[src/verilog/cpu_pkg.sv]
`default_nettype none

package cpu_pkg;

   localparam int xlen   = 32;
   localparam int reg_aw = 5;

   typedef enum logic [5:0] {
      op_alu  = 6'h01,
      op_addi = 6'h02,
      op_ori  = 6'h03
   } opcode_t;

   typedef enum logic [5:0] {
      f_add = 6'h00,
      f_sub = 6'h01,
      f_and = 6'h02,
      f_or  = 6'h03,
      f_xor = 6'h04
   } funct_t;

   // Register-register layout
   typedef struct packed {
      opcode_t           opcode;
      logic [reg_aw-1:0] rd;
      logic [reg_aw-1:0] rs1;
      logic [reg_aw-1:0] rs2;
      logic [4:0]        pad;
      funct_t            funct;
   } insn_r_t;

   // Immediate layout with a sign-extended imm
   typedef struct packed {
      opcode_t           opcode;
      logic [reg_aw-1:0] rd;
      logic [reg_aw-1:0] rs1;
      logic [15:0]       imm;
   } insn_i_t;

   typedef union packed {
      insn_r_t r;
      insn_i_t i;
   } insn_t;

   localparam logic [31:0] excp_vect_illegal = 32'h0000_0040;

endpackage

`default_nettype wire

[src/verilog/pipe_if.sv]
`timescale 1ns/1ps
`default_nettype none

// Fetch to decode handoff
interface fetch_if;
   logic                     valid;
   logic                     ready;
   logic [cpu_pkg::xlen-1:0] pc;
   cpu_pkg::insn_t           insn;

   modport source (output valid, output pc, output insn, input ready);
   modport sink   (input valid, input pc, input insn, output ready);
endinterface

// Decode to execute without back-pressure
interface issue_if;
   logic                     valid;
   logic [cpu_pkg::xlen-1:0] pc;
   cpu_pkg::insn_t           insn;
   logic [cpu_pkg::xlen-1:0] op_a;
   logic [cpu_pkg::xlen-1:0] op_b;

   modport source (output valid, output pc, output insn, output op_a, output op_b);
   modport sink   (input valid, input pc, input insn, input op_a, input op_b);
endinterface

interface commit_if;
   logic                       valid;
   logic [cpu_pkg::xlen-1:0]   pc;
   cpu_pkg::insn_t             insn;
   logic                       we;
   logic [cpu_pkg::reg_aw-1:0] waddr;
   logic [cpu_pkg::xlen-1:0]   wdata;
   logic                       excp;

   modport source (output valid, output pc, output insn, output we, output waddr,
                   output wdata, output excp);
   modport sink   (input valid, input pc, input insn, input we, input waddr,
                   input wdata, input excp);
endinterface

`default_nettype wire

[src/verilog/fetch_wb.sv]
`timescale 1ns/1ps
`default_nettype none

module fetch_wb
#(
   parameter logic [cpu_pkg::xlen-1:0] RESET_PC = '0
)
(
   input  logic                     clk,
   input  logic                     reset,
   output logic                     wb_cyc,
   output logic                     wb_stb,
   output logic [cpu_pkg::xlen-1:0] wb_adr,
   input  logic [cpu_pkg::xlen-1:0] wb_dat_i,
   input  logic                     wb_ack,
   fetch_if.source                  fetch
);
   logic [cpu_pkg::xlen-1:0] pc_q;

   assign wb_adr = pc_q;
   assign fetch.pc = pc_q;

   // One read in flight, or one word parked for decode
   always_ff @(posedge clk)
   begin
      if (reset)
      begin
         wb_cyc      <= 1'b0;
         wb_stb      <= 1'b0;
         fetch.valid <= 1'b0;
         pc_q        <= RESET_PC;
      end
      else if (wb_stb && wb_ack)
      begin
         wb_cyc      <= 1'b0;
         wb_stb      <= 1'b0;
         fetch.valid <= 1'b1;
      end
      else if (fetch.valid && fetch.ready)
      begin
         // Next request goes out as soon as decode takes the word
         wb_cyc      <= 1'b1;
         wb_stb      <= 1'b1;
         fetch.valid <= 1'b0;
         pc_q        <= pc_q + cpu_pkg::xlen'(4);
      end
      else if (!wb_cyc && !fetch.valid)
      begin
         wb_cyc <= 1'b1;
         wb_stb <= 1'b1;
      end
   end

   always_ff @(posedge clk)
   begin
      if (wb_stb && wb_ack)
         fetch.insn <= wb_dat_i;
   end

   a_stb_in_cyc: assert property (@(posedge clk) disable iff (reset) wb_stb |-> wb_cyc);

   a_adr_stable: assert property (@(posedge clk) disable iff (reset)
      wb_stb && !wb_ack |=> wb_stb && $stable(wb_adr));

endmodule

`default_nettype wire

[src/verilog/decode_stage.sv]
`timescale 1ns/1ps
`default_nettype none

module decode_stage
(
   input  logic     clk,
   input  logic     reset,
   fetch_if.sink    fetch,
   issue_if.source  issue,
   commit_if.sink   commit
);
   logic [cpu_pkg::xlen-1:0]   rf [0:(1 << cpu_pkg::reg_aw)-1];
   logic [cpu_pkg::reg_aw-1:0] src1;
   logic [cpu_pkg::reg_aw-1:0] src2;
   logic [cpu_pkg::reg_aw-1:0] iss_rd;
   logic                       src2_used;
   logic                       iss_wr;
   logic                       hazard;
   logic                       ready_en;

   // Register 0 reads zero and a same-cycle commit wins over the array
   function automatic logic [cpu_pkg::xlen-1:0] read_reg(input logic [cpu_pkg::reg_aw-1:0] a);
      logic [cpu_pkg::xlen-1:0] v;
      if (a == '0)
         v = '0;
      else if (commit.valid && commit.we && commit.waddr == a)
         v = commit.wdata;
      else
         v = rf[a];
      return v;
   endfunction

   assign src1      = fetch.insn.r.rs1;
   assign src2      = fetch.insn.r.rs2;
   assign src2_used = fetch.insn.r.opcode == cpu_pkg::op_alu;
   assign iss_rd    = issue.insn.r.rd;

   assign iss_wr = issue.valid && iss_rd != '0 &&
                   (issue.insn.r.opcode == cpu_pkg::op_alu ||
                    issue.insn.r.opcode == cpu_pkg::op_addi ||
                    issue.insn.r.opcode == cpu_pkg::op_ori);

   assign hazard = iss_wr && (src1 == iss_rd || (src2_used && src2 == iss_rd));

   // Execute never stalls, so the issue slot always frees
   assign fetch.ready = ready_en && !hazard;

   always_ff @(posedge clk)
   begin
      if (commit.valid && commit.we)
         rf[commit.waddr] <= commit.wdata;
   end

   always_ff @(posedge clk)
   begin
      if (reset)
      begin
         ready_en    <= 1'b0;
         issue.valid <= 1'b0;
      end
      else
      begin
         ready_en    <= 1'b1;
         issue.valid <= fetch.valid && fetch.ready;
      end
   end

   always_ff @(posedge clk)
   begin
      if (fetch.valid && fetch.ready)
      begin
         issue.pc   <= fetch.pc;
         issue.insn <= fetch.insn;
         issue.op_a <= read_reg(src1);
         issue.op_b <= read_reg(src2);
      end
   end

   // Two back-to-back issues never carry a RAW dependency
   a_no_raw_issue: assert property (@(posedge clk) disable iff (reset)
      iss_wr |=> !(issue.valid && (issue.insn.r.rs1 == $past(iss_rd) ||
         (issue.insn.r.opcode == cpu_pkg::op_alu && issue.insn.r.rs2 == $past(iss_rd)))));

endmodule

`default_nettype wire

[src/verilog/execute_stage.sv]
`timescale 1ns/1ps
`default_nettype none

module execute_stage
(
   input  logic     clk,
   input  logic     reset,
   issue_if.sink    issue,
   commit_if.source commit
);
   logic [cpu_pkg::xlen-1:0] imm_sext;
   logic [cpu_pkg::xlen-1:0] result;
   logic                     illegal;

   assign imm_sext = {{(cpu_pkg::xlen-16){issue.insn.i.imm[15]}}, issue.insn.i.imm};

   always_comb
   begin
      result  = '0;
      illegal = 1'b0;
      case (issue.insn.r.opcode)
         cpu_pkg::op_alu:
            case (issue.insn.r.funct)
               cpu_pkg::f_add: result = issue.op_a + issue.op_b;
               cpu_pkg::f_sub: result = issue.op_a - issue.op_b;
               cpu_pkg::f_and: result = issue.op_a & issue.op_b;
               cpu_pkg::f_or:  result = issue.op_a | issue.op_b;
               cpu_pkg::f_xor: result = issue.op_a ^ issue.op_b;
               default:        illegal = 1'b1;
            endcase
         cpu_pkg::op_addi: result = issue.op_a + imm_sext;
         cpu_pkg::op_ori:  result = issue.op_a | imm_sext;
         default:          illegal = 1'b1;
      endcase
   end

   always_ff @(posedge clk)
   begin
      if (reset)
         commit.valid <= 1'b0;
      else
         commit.valid <= issue.valid;
   end

   // Commit record payload
   always_ff @(posedge clk)
   begin
      if (issue.valid)
      begin
         commit.pc    <= issue.pc;
         commit.insn  <= issue.insn;
         commit.waddr <= issue.insn.r.rd;
         commit.wdata <= result;
         commit.excp  <= illegal;
         commit.we    <= !illegal && issue.insn.r.rd != '0;
      end
   end

endmodule

`default_nettype wire

[src/verilog/commit_trace.sv]
`timescale 1ns/1ps
`default_nettype none

module commit_trace
(
   input  logic                       clk,
   input  logic                       reset,
   commit_if.sink                     commit,
   output logic                       trace_valid,
   output logic                       trace_we,
   output logic                       trace_excp,
   output logic [cpu_pkg::xlen-1:0]   trace_pc,
   output logic [cpu_pkg::xlen-1:0]   trace_insn,
   output logic [cpu_pkg::xlen-1:0]   trace_wdata,
   output logic [31:0]                trace_excp_vect,
   output logic [cpu_pkg::reg_aw-1:0] trace_waddr
);
   logic [cpu_pkg::xlen-1:0] last_pc;
   logic                     seen;

   always_ff @(posedge clk)
   begin
      if (reset)
      begin
         trace_valid <= 1'b0;
         seen        <= 1'b0;
      end
      else
      begin
         trace_valid <= commit.valid;
         if (trace_valid)
         begin
            seen    <= 1'b1;
            last_pc <= trace_pc;
         end
      end
   end

   // Record held until the next commit
   always_ff @(posedge clk)
   begin
      if (commit.valid)
      begin
         trace_pc        <= commit.pc;
         trace_insn      <= commit.insn;
         trace_we        <= commit.we;
         trace_waddr     <= commit.waddr;
         trace_wdata     <= commit.wdata;
         trace_excp      <= commit.excp;
         trace_excp_vect <= commit.excp ? cpu_pkg::excp_vect_illegal : '0;
      end
   end

   a_pc_order: assert property (@(posedge clk) disable iff (reset)
      trace_valid && seen |-> trace_pc == last_pc + cpu_pkg::xlen'(4));

   a_we_excp: assert property (@(posedge clk) disable iff (reset)
      trace_valid |-> !(trace_we && trace_excp));

endmodule

`default_nettype wire

[src/verilog/cpu_top.sv]
`timescale 1ns/1ps
`default_nettype none

module cpu_top
#(
   parameter logic [cpu_pkg::xlen-1:0] RESET_PC = '0
)
(
   input  logic                       clk,
   input  logic                       reset,
   output logic                       wb_cyc,
   output logic                       wb_stb,
   output logic                       wb_we,
   output logic [cpu_pkg::xlen-1:0]   wb_adr,
   input  logic [cpu_pkg::xlen-1:0]   wb_dat_i,
   input  logic                       wb_ack,
   output logic                       trace_valid,
   output logic                       trace_we,
   output logic                       trace_excp,
   output logic [cpu_pkg::xlen-1:0]   trace_pc,
   output logic [cpu_pkg::xlen-1:0]   trace_insn,
   output logic [cpu_pkg::xlen-1:0]   trace_wdata,
   output logic [31:0]                trace_excp_vect,
   output logic [cpu_pkg::reg_aw-1:0] trace_waddr
);
   fetch_if  fetch_bus ();
   issue_if  issue_bus ();
   commit_if commit_bus ();

   // Instruction bus only reads
   assign wb_we = 1'b0;

   fetch_wb #(.RESET_PC(RESET_PC)) u_fetch (
      .clk      (clk),
      .reset    (reset),
      .wb_cyc   (wb_cyc),
      .wb_stb   (wb_stb),
      .wb_adr   (wb_adr),
      .wb_dat_i (wb_dat_i),
      .wb_ack   (wb_ack),
      .fetch    (fetch_bus)
   );

   decode_stage u_decode (
      .clk    (clk),
      .reset  (reset),
      .fetch  (fetch_bus),
      .issue  (issue_bus),
      .commit (commit_bus)
   );

   execute_stage u_execute (
      .clk    (clk),
      .reset  (reset),
      .issue  (issue_bus),
      .commit (commit_bus)
   );

   commit_trace u_trace (
      .clk             (clk),
      .reset           (reset),
      .commit          (commit_bus),
      .trace_valid     (trace_valid),
      .trace_we        (trace_we),
      .trace_excp      (trace_excp),
      .trace_pc        (trace_pc),
      .trace_insn      (trace_insn),
      .trace_wdata     (trace_wdata),
      .trace_excp_vect (trace_excp_vect),
      .trace_waddr     (trace_waddr)
   );

endmodule

`default_nettype wire

[config.mk]
export PLATFORM = sky130hd
export DESIGN_NAME = cpu_top
export DESIGN_NICKNAME = d
export VERILOG_FILES = /design/src/verilog/cpu_pkg.sv /design/src/verilog/pipe_if.sv /design/src/verilog/fetch_wb.sv /design/src/verilog/decode_stage.sv /design/src/verilog/execute_stage.sv /design/src/verilog/commit_trace.sv /design/src/verilog/cpu_top.sv
export SDC_FILE = /design/constraint.sdc
export NUM_CORES = 2
export LEC_CHECK = 0
export BUFFER_PORTS_ARGS = -buffer_cell sky130_fd_sc_hd__buf_4
export CAP_MARGIN = 5
export CORE_MARGIN = 2
export CORE_UTILIZATION = 60
export CTS_BUF_LIST = sky130_fd_sc_hd__clkbuf_2 sky130_fd_sc_hd__clkbuf_4 sky130_fd_sc_hd__clkbuf_8
export DETAILED_ROUTE_END_ITERATION = 10
export GPL_TIMING_DRIVEN = 1
export PLACE_DENSITY = 0.77
export SLEW_MARGIN = 20
export SYNTH_ARGS = -nofsm -noshare
export SYNTH_HDL_FRONTEND = slang
export SYNTH_SLANG_ARGS = --single-unit
[constraint.sdc]
create_clock -name clk -period 13.15 [get_ports clk]
set_input_delay 0 -clock clk [delete_from_list [all_inputs] [get_ports clk]]
set_output_delay 0 -clock clk [all_outputs]
set_load 0.02 [all_outputs]
### Yosys cells after proc, flatten, opt, wreduce, memory -nomap -nowiden

Memories as Yosys holds them, arrays and structs flattened. A register that Yosys moved wholly into a read port is not among the register bits.
Cells that the tools add are included.

| word-level totals | value |
|---|---|
| register bits | 372 |
| memory bits (writable) | 1,024 |
| input port bits | 35 |
| output and inout port bits | 171 |
| logic and storage cells | 82 |
| memories kept | 1 |

| operators by class | value |
|---|---|
| add/subtract/negate cells | 4 |
| equality and inequality tests | 10 |
| multiplexer cells | 12 |
| bitwise operators | 5 |
| reduce and logical (&&, ||, !) cells | 27 |

Memory list:

| memory | words | width | rd ports | clocked after memory_dff | wr ports | line | source |
|---|---|---|---|---|---|---|---|
| u_decode.rf | 32 | 32 | 2 | 2 | 1 | decode_stage.sv:12 | `logic [cpu_pkg::xlen-1:0] rf [0:(1 << cpu_pkg::reg_aw)-1];` |

Operators by type and width:

| kind | number |
|---|---|
| one-hot mux 32 bit (5 select lines) | 1 |
| one-hot mux 32 bit (3 select lines) | 1 |
| adder 32 bit | 2 |
| OR 32 bit | 2 |
| adder 32 x 3 -> 32 bit, second input constant | 1 |
| AND 32 bit | 1 |
| subtractor 32 bit | 1 |
| XOR 32 bit | 1 |
| == test 6 x 2 -> 1 bit, second input constant | 4 |
| == test 6 x 1 -> 1 bit, second input constant | 3 |
| == test 5 bit | 2 |
| logical AND 1 bit | 10 |
| logical NOT 5 bit | 2 |
| 2-to-1 mux 1 bit | 8 |
| 2-to-1 mux 7 bit | 1 |
| == test 6 x 3 -> 1 bit, second input constant | 1 |
| logical NOT 6 bit | 1 |
| nonzero test 5 bit | 1 |
| OR reduction 5 bit | 1 |
| logical NOT 1 bit | 4 |
| nonzero test 2 bit | 2 |
| OR reduction 2 bit | 2 |
| logical OR 1 bit | 3 |
| one-hot mux 1 bit (2 select lines) | 1 |
| other kinds (2) | 2 |

### Depth between registers and ports, before layout

| logic depth | value |
|---|---|
| word-level depth | 10 |
| mapped depth | 20 |
| gate-level depth less buffers | 19 |

### By module

A second synthesis with hierarchy kept.

| unflattened totals | value |
|---|---|
| cell total of the unflattened synthesis | 4,365 |
| area total of the unflattened synthesis | 69,230.1 um^2 |

Modules (own cells, without submodules):

| module | instances | cells each | area an instance (um^2) | sequential area each (um^2) |
|---|---|---|---|---|
| decode_stage | 1 | 2,913 | 53,268.6 | 34,633.2 |
| execute_stage | 1 | 1,049 | 9,675.5 | 2,962.8 |
| commit_trace | 1 | 138 | 3,370.7 | 3,113.0 |
| fetch_wb | 1 | 263 | 2,904.0 | 1,601.5 |
| cpu_top | 1 | 2 | 11.3 | 0.0 |

### Least setup slack after synthesis

No wires, ideal clock.

| path | value |
|---|---|
| path kind | reg-to-reg |
| start | register u_decode.issue.valid |
| end | register u_decode.issue.insn[0], enable pin |
| setup time | 0.613 ns |
| arrival | 7.144 ns |
| data required time | 12.537 ns |
| slack | 5.393 ns |
| stages on the path, launching flop included | 4 |
| path buffers | 0 |
| clock period less this slack | 7.757 ns |
| cells stage by stage | dfxtp_1 > o2111ai_1 > nand2_1 > nor2_1 |

| between the ends | value |
|---|---|
| cells in the longest elaborated chain, start to end | 6 |

RTL lines:

| item | line | source |
|---|---|---|
| start, declared | pipe_if.sv:23 | `modport source (output valid, output pc, output insn, output op_a, output op_b);` |
| logical AND 1 bit (2 in a row) | decode_stage.sv:38 | `assign iss_wr = issue.valid && iss_rd != '0 &&` |
| logical AND 1 bit | decode_stage.sv:43 | `assign hazard = iss_wr && (src1 == iss_rd \|\| (src2_used && src2 == iss_rd));` |
| logical NOT 1 bit | decode_stage.sv:46 | `assign fetch.ready = ready_en && !hazard;` |
| logical AND 1 bit | decode_stage.sv:46 |  |
| logical AND 1 bit | decode_stage.sv:70 | `if (fetch.valid && fetch.ready)` |
| end, declared | pipe_if.sv:23 |  |

Every way passes these cells.
A chain may end at the register's enable or synchronous reset.

### Final worst setup path

| path | value |
|---|---|
| start | register u_decode.issue.insn[5] |
| end | register u_execute.commit.wdata[29] (data pin) |

| between the ends | value |
|---|---|
| cells in the longest elaborated chain, start to end | 3 |
| elaborated cells on any way between the ends | 8 |
| those cells by class | add/sub (1); eq/ne (4); mux (2); reduce/logical (1) |

RTL lines:

| item | line | source |
|---|---|---|
| parallel branches: the longest is 2 deep, another holds adder 32 bit | n/a |  |
| one-hot mux 32 bit (3 select lines) (*) | execute_stage.sv:21 | `case (issue.insn.r.opcode)` |
| net u_execute.result (one bit) | execute_stage.sv:12 | `logic [cpu_pkg::xlen-1:0] result;` |
| end signal, assigned | execute_stage.sv:53 | `commit.wdata <= result;` |
| end, declared | pipe_if.sv:37 | `output wdata, output excp);` |

Mark *: on every way through the listed nets, which the timed path passes.

==> out/results.tsv <==
stage	metric	value	unit
final_layout	layout_common_cells	1374 x edfxtp_1, 504 x mux4_2, 272 x buf_4	
die	die_y	337.6	um
worst_setup_path	reg2reg_setup_slack	7.42	ns
logic_synthesis	synth_cell_type_count	66	
global_route	grtUsageTotal	34.86	%
die	num_rows	122	
timing	slew_viol_final	0	
power	ir_drop	87.53	uV
timing	slew_headroom	19.41	%
worst_setup_path	worstSetupPathType	reg -> reg	
worst_setup_path	critical_path.max_stage_delay	0.66	ns
timing	fmax	174.6	MHz
final_layout	fillers	7130	
drt	viasPerCell	6.957	
drt	wirelength	196800	um
drt	first_pass_iters	8	
drt	ant_nets	0	
global_route	grt_pass1_wl	279600	um
placement	preCtsSetupSlack	7.696	ns
worst_setup_path	end_kind	flip-flop	
placement	placed_cell_area	70120	um2
drt	drc	0	
placement	place_congestion	0.9934	
placement	port-buffer-count	169	
clocking	clock-sinks	1410	
timing	hold_violations	0	
logic_synthesis	synth_top_area_share	61.80	%
logic_synthesis	async_reset_ff_share	0	%
logic_synthesis	syn_inst	3874	
logic_synthesis	synth_ff_type	edfxtp_1	
worst_setup_path	cp.required	13.76	ns
die	ios	206	
die	start_util	60.41	%
power	total_power	9.054	mW
timing	rsz0062_at_grt	no	
clocking	clock_path_buffers	3	
global_route	grt_max_degree	104	
logic_synthesis	synth-edff-count	1374	
timing	finalWorstSetupSlack	7.423	ns
drt	top_layer_used	met5	
die	die_area	114000	um2
logic_synthesis	yosysTopAreaCell	edfxtp_1	
die	die_w	337.6	um
timing	fin_crit_sh	43.55	%
timing	worst_slew_pin_slew	1.206	ns
clocking	clk_pin_slew	0.07	ns
worst_setup_path	path_max_fanout	20	
timing	setup_violations	0	
power	internal_power	7.003	mW
clocking	numCtsBuffers	216	
final_layout	layout-drive-gt1-share	28.83	%
drt	drtIter0Drc	5972	
placement	place_hpwl	116400	um
status	status	finished, final reports clean	
timing	skew	0.04927	ns
drt	met2_length	91980	um
worst_setup_path	startpoint_type	flip-flop	
drt	routed-wl-met3	23970	um
logic_synthesis	syn_area	66760	um2
final_layout	syn_to_final_growth	12.59	%
power	combPwrFrac	6.0	%
die	core-area	110500	um2
drt	avgRoutedWirePerCell	33.49	um
logic_synthesis	synth.area.top_cells	edfxtp_1 62%, mux4_2 17%, ha_1 3.0%, mux2i_1 2.8%, dfxtp_1 1.1%	
logic_synthesis	seq_area_frac_synth	62.88	%
power	power.share.clock	39.6	%
global_route	antenna_found_initial	8	
timing	setup-tns-final	0	ns
clocking	h-tree-depth	4	
worst_setup_path	path_cells	inv_1 > nand3_1 > nor2_1 > nand2_1 > nor2_1 > buf_4 > a21oi_1 > xnor2_1 > ha_1 > nand2_1 > a211oi_1 > o22a_1 > a221o_1 > nor4b_1 > o31ai_1 > o21ai_1 > xnor2_1 > o21ai_1	
power	switchingPower	2.050	mW
power	seq_power_share	54.4	%
worst_hold_path	hp-class	in -> reg	
worst_setup_path	arrival	6.34	ns
power	power_density	120.5	nW/um2
global_route	grt_pass1_vias	40350	
clocking	cts_root_buffer	clkbuf_8	
power	cellLeakagePower	25.57	nW
final_layout	fin_area	75160	um2
clocking	post_cts_buffers	0	
drt	wl_met1	69900	um
clocking	cts_resized	0	
logic_synthesis	avgSynthCellArea	17.23	um2
flow_run	drv_cap	0	
final_layout	fin_nets	4403	
final_layout	final_cells	5877	
worst_setup_path	cp_slowest_cell	nand2_1	
power	p_sw_share	22.65	%
timing	layout_min_cycle_time	5.727	ns
final_layout	utilization	68.01	%
drt	dr_total_vias	40880	
global_route	gr-total-overflow	0	
clocking	tritoncts	built	
clocking	worstSkewPairLatency	0.94	ns
logic_synthesis	ys_warn_count	0	
final_layout	mostFrequentLayoutCell	edfxtp_1	
clocking	ctsHoldBuffers	69	
timing	whs	0.07230	ns
logic_synthesis	synth_seq_cells	1410	
placement	placed_cells	5399	
[area by class of cell]
type | count | area [um2] | share of cell area (%)
multi-input combinational | 2112 | 23510 | 31.28
timing repair buffer | 367 | 3198 | 4.255
tap | 1488 | 1862 | 2.477
antenna | 5 | 12.51 | 0.01665
sequential | 1410 | 41990 | 55.86
inverter | 99 | 371.6 | 0.4944
clock buffer | 302 | 3675 | 4.889
clock inverter | 94 | 548.0 | 0.7291
[critical path, delay by kind of cell, from the launching register on]
family	cells	cell delay, ns
buffers and inverters	2	0.47
AND/OR/NAND/NOR	6	2.16
AO/OA/AOI/OAI	7	1.74
flip-flops	1	0.43
adder cells (fa/ha/maj)	1	0.33
XOR/XNOR	2	0.27
[cells in the mapped netlist (all sizes together) (4+ instances only)]
| cell | number |
|---|---|
| a211oi | 55 |
| o22ai | 70 |
| nand2 | 138 |
| a41oi | 4 |
| edfxtp | 1374 |
| nand2b | 21 |
| nand4 | 17 |
| nor4 | 13 |
| o21ai | 84 |
| xor2 | 52 |
| a31oi | 10 |
| and3 | 14 |
| nand3 | 30 |
| nor2b | 8 |
| ha | 160 |
| clkbuf | 139 |
| buf | 149 |
| a221oi | 54 |
| mux2 | 54 |
| o221ai | 39 |
| and4 | 8 |
| xnor2 | 73 |
| inv | 99 |
| a21oi | 117 |
| o31ai | 7 |
| a21o | 34 |
| a221o | 28 |
| mux4 | 504 |
| dfxtp | 36 |
| nor3 | 23 |
| o21bai | 6 |
| or3 | 16 |
| a22oi | 13 |
| o211ai | 22 |
| nor2 | 177 |
| mux2i | 186 |
| nand3b | 6 |
| o21a | 4 |
[logic make-up (layout without fill, tap and decap cells)]
kind of cell    after synthesis  after routing  synth area share [%]
flops                      1410           1410                 62.88
other cells                   1             41              0.005617
compound gates              563            563                 5.812
xor+xnor                    125            125                 1.640
buf+inv                     387            862                 2.568
simple gates                482            482                 3.334
fa+ha+maj                   162            162                 3.059
mux                         744            744                 20.70
[power by group through the flow]
stage               Sequential (mW)  Clock (mW)  Combinational [mW]
finish                         4.93        3.59               0.542
CTS                            4.93        3.60               0.531
floorplan                      5.02           0               0.367
detailed placement             5.02           0               0.512
global placement               5.02           0               0.508
global route                   4.93        3.80               0.571
[per-layer routing]
metal | vias to the layer above | GRT usage (%)
met5 | - | 0
met4 | 6 | 16.93
met3 | 545 | 8.529
met2 | 2948 | 54.27
met1 | 20830 | 46.66
li1 | 16560 | -
[state kept, by name (all words and copies together) (netlist names), 28 cells and up]
name	cells
u_fetch.fetch.pc	30
u_execute.commit.insn	28
u_execute.commit.pc	30
u_decode.rf	1024
u_trace.trace_pc	30
u_execute.commit.wdata	32
u_trace.trace_wdata	32
u_decode.issue.insn	32
u_trace.trace_insn	28
u_decode.issue.op_b	32
u_fetch.fetch.insn	32
u_decode.issue.op_a	32
u_decode.issue.pc	30
[worst paths after layout]
check / start / end / depth (start not counted)
max: u_decode.issue.insn[5] / u_execute.commit.wdata[29] / 18
max reg2reg: u_decode.issue.insn[5] / u_execute.commit.wdata[29] / 18
min reg2reg: u_execute.commit.insn[20] / u_trace.trace_insn[20] / 0
min: reset / u_fetch.fetch.pc[17] / 3
(Power assumes the default switching activity.)
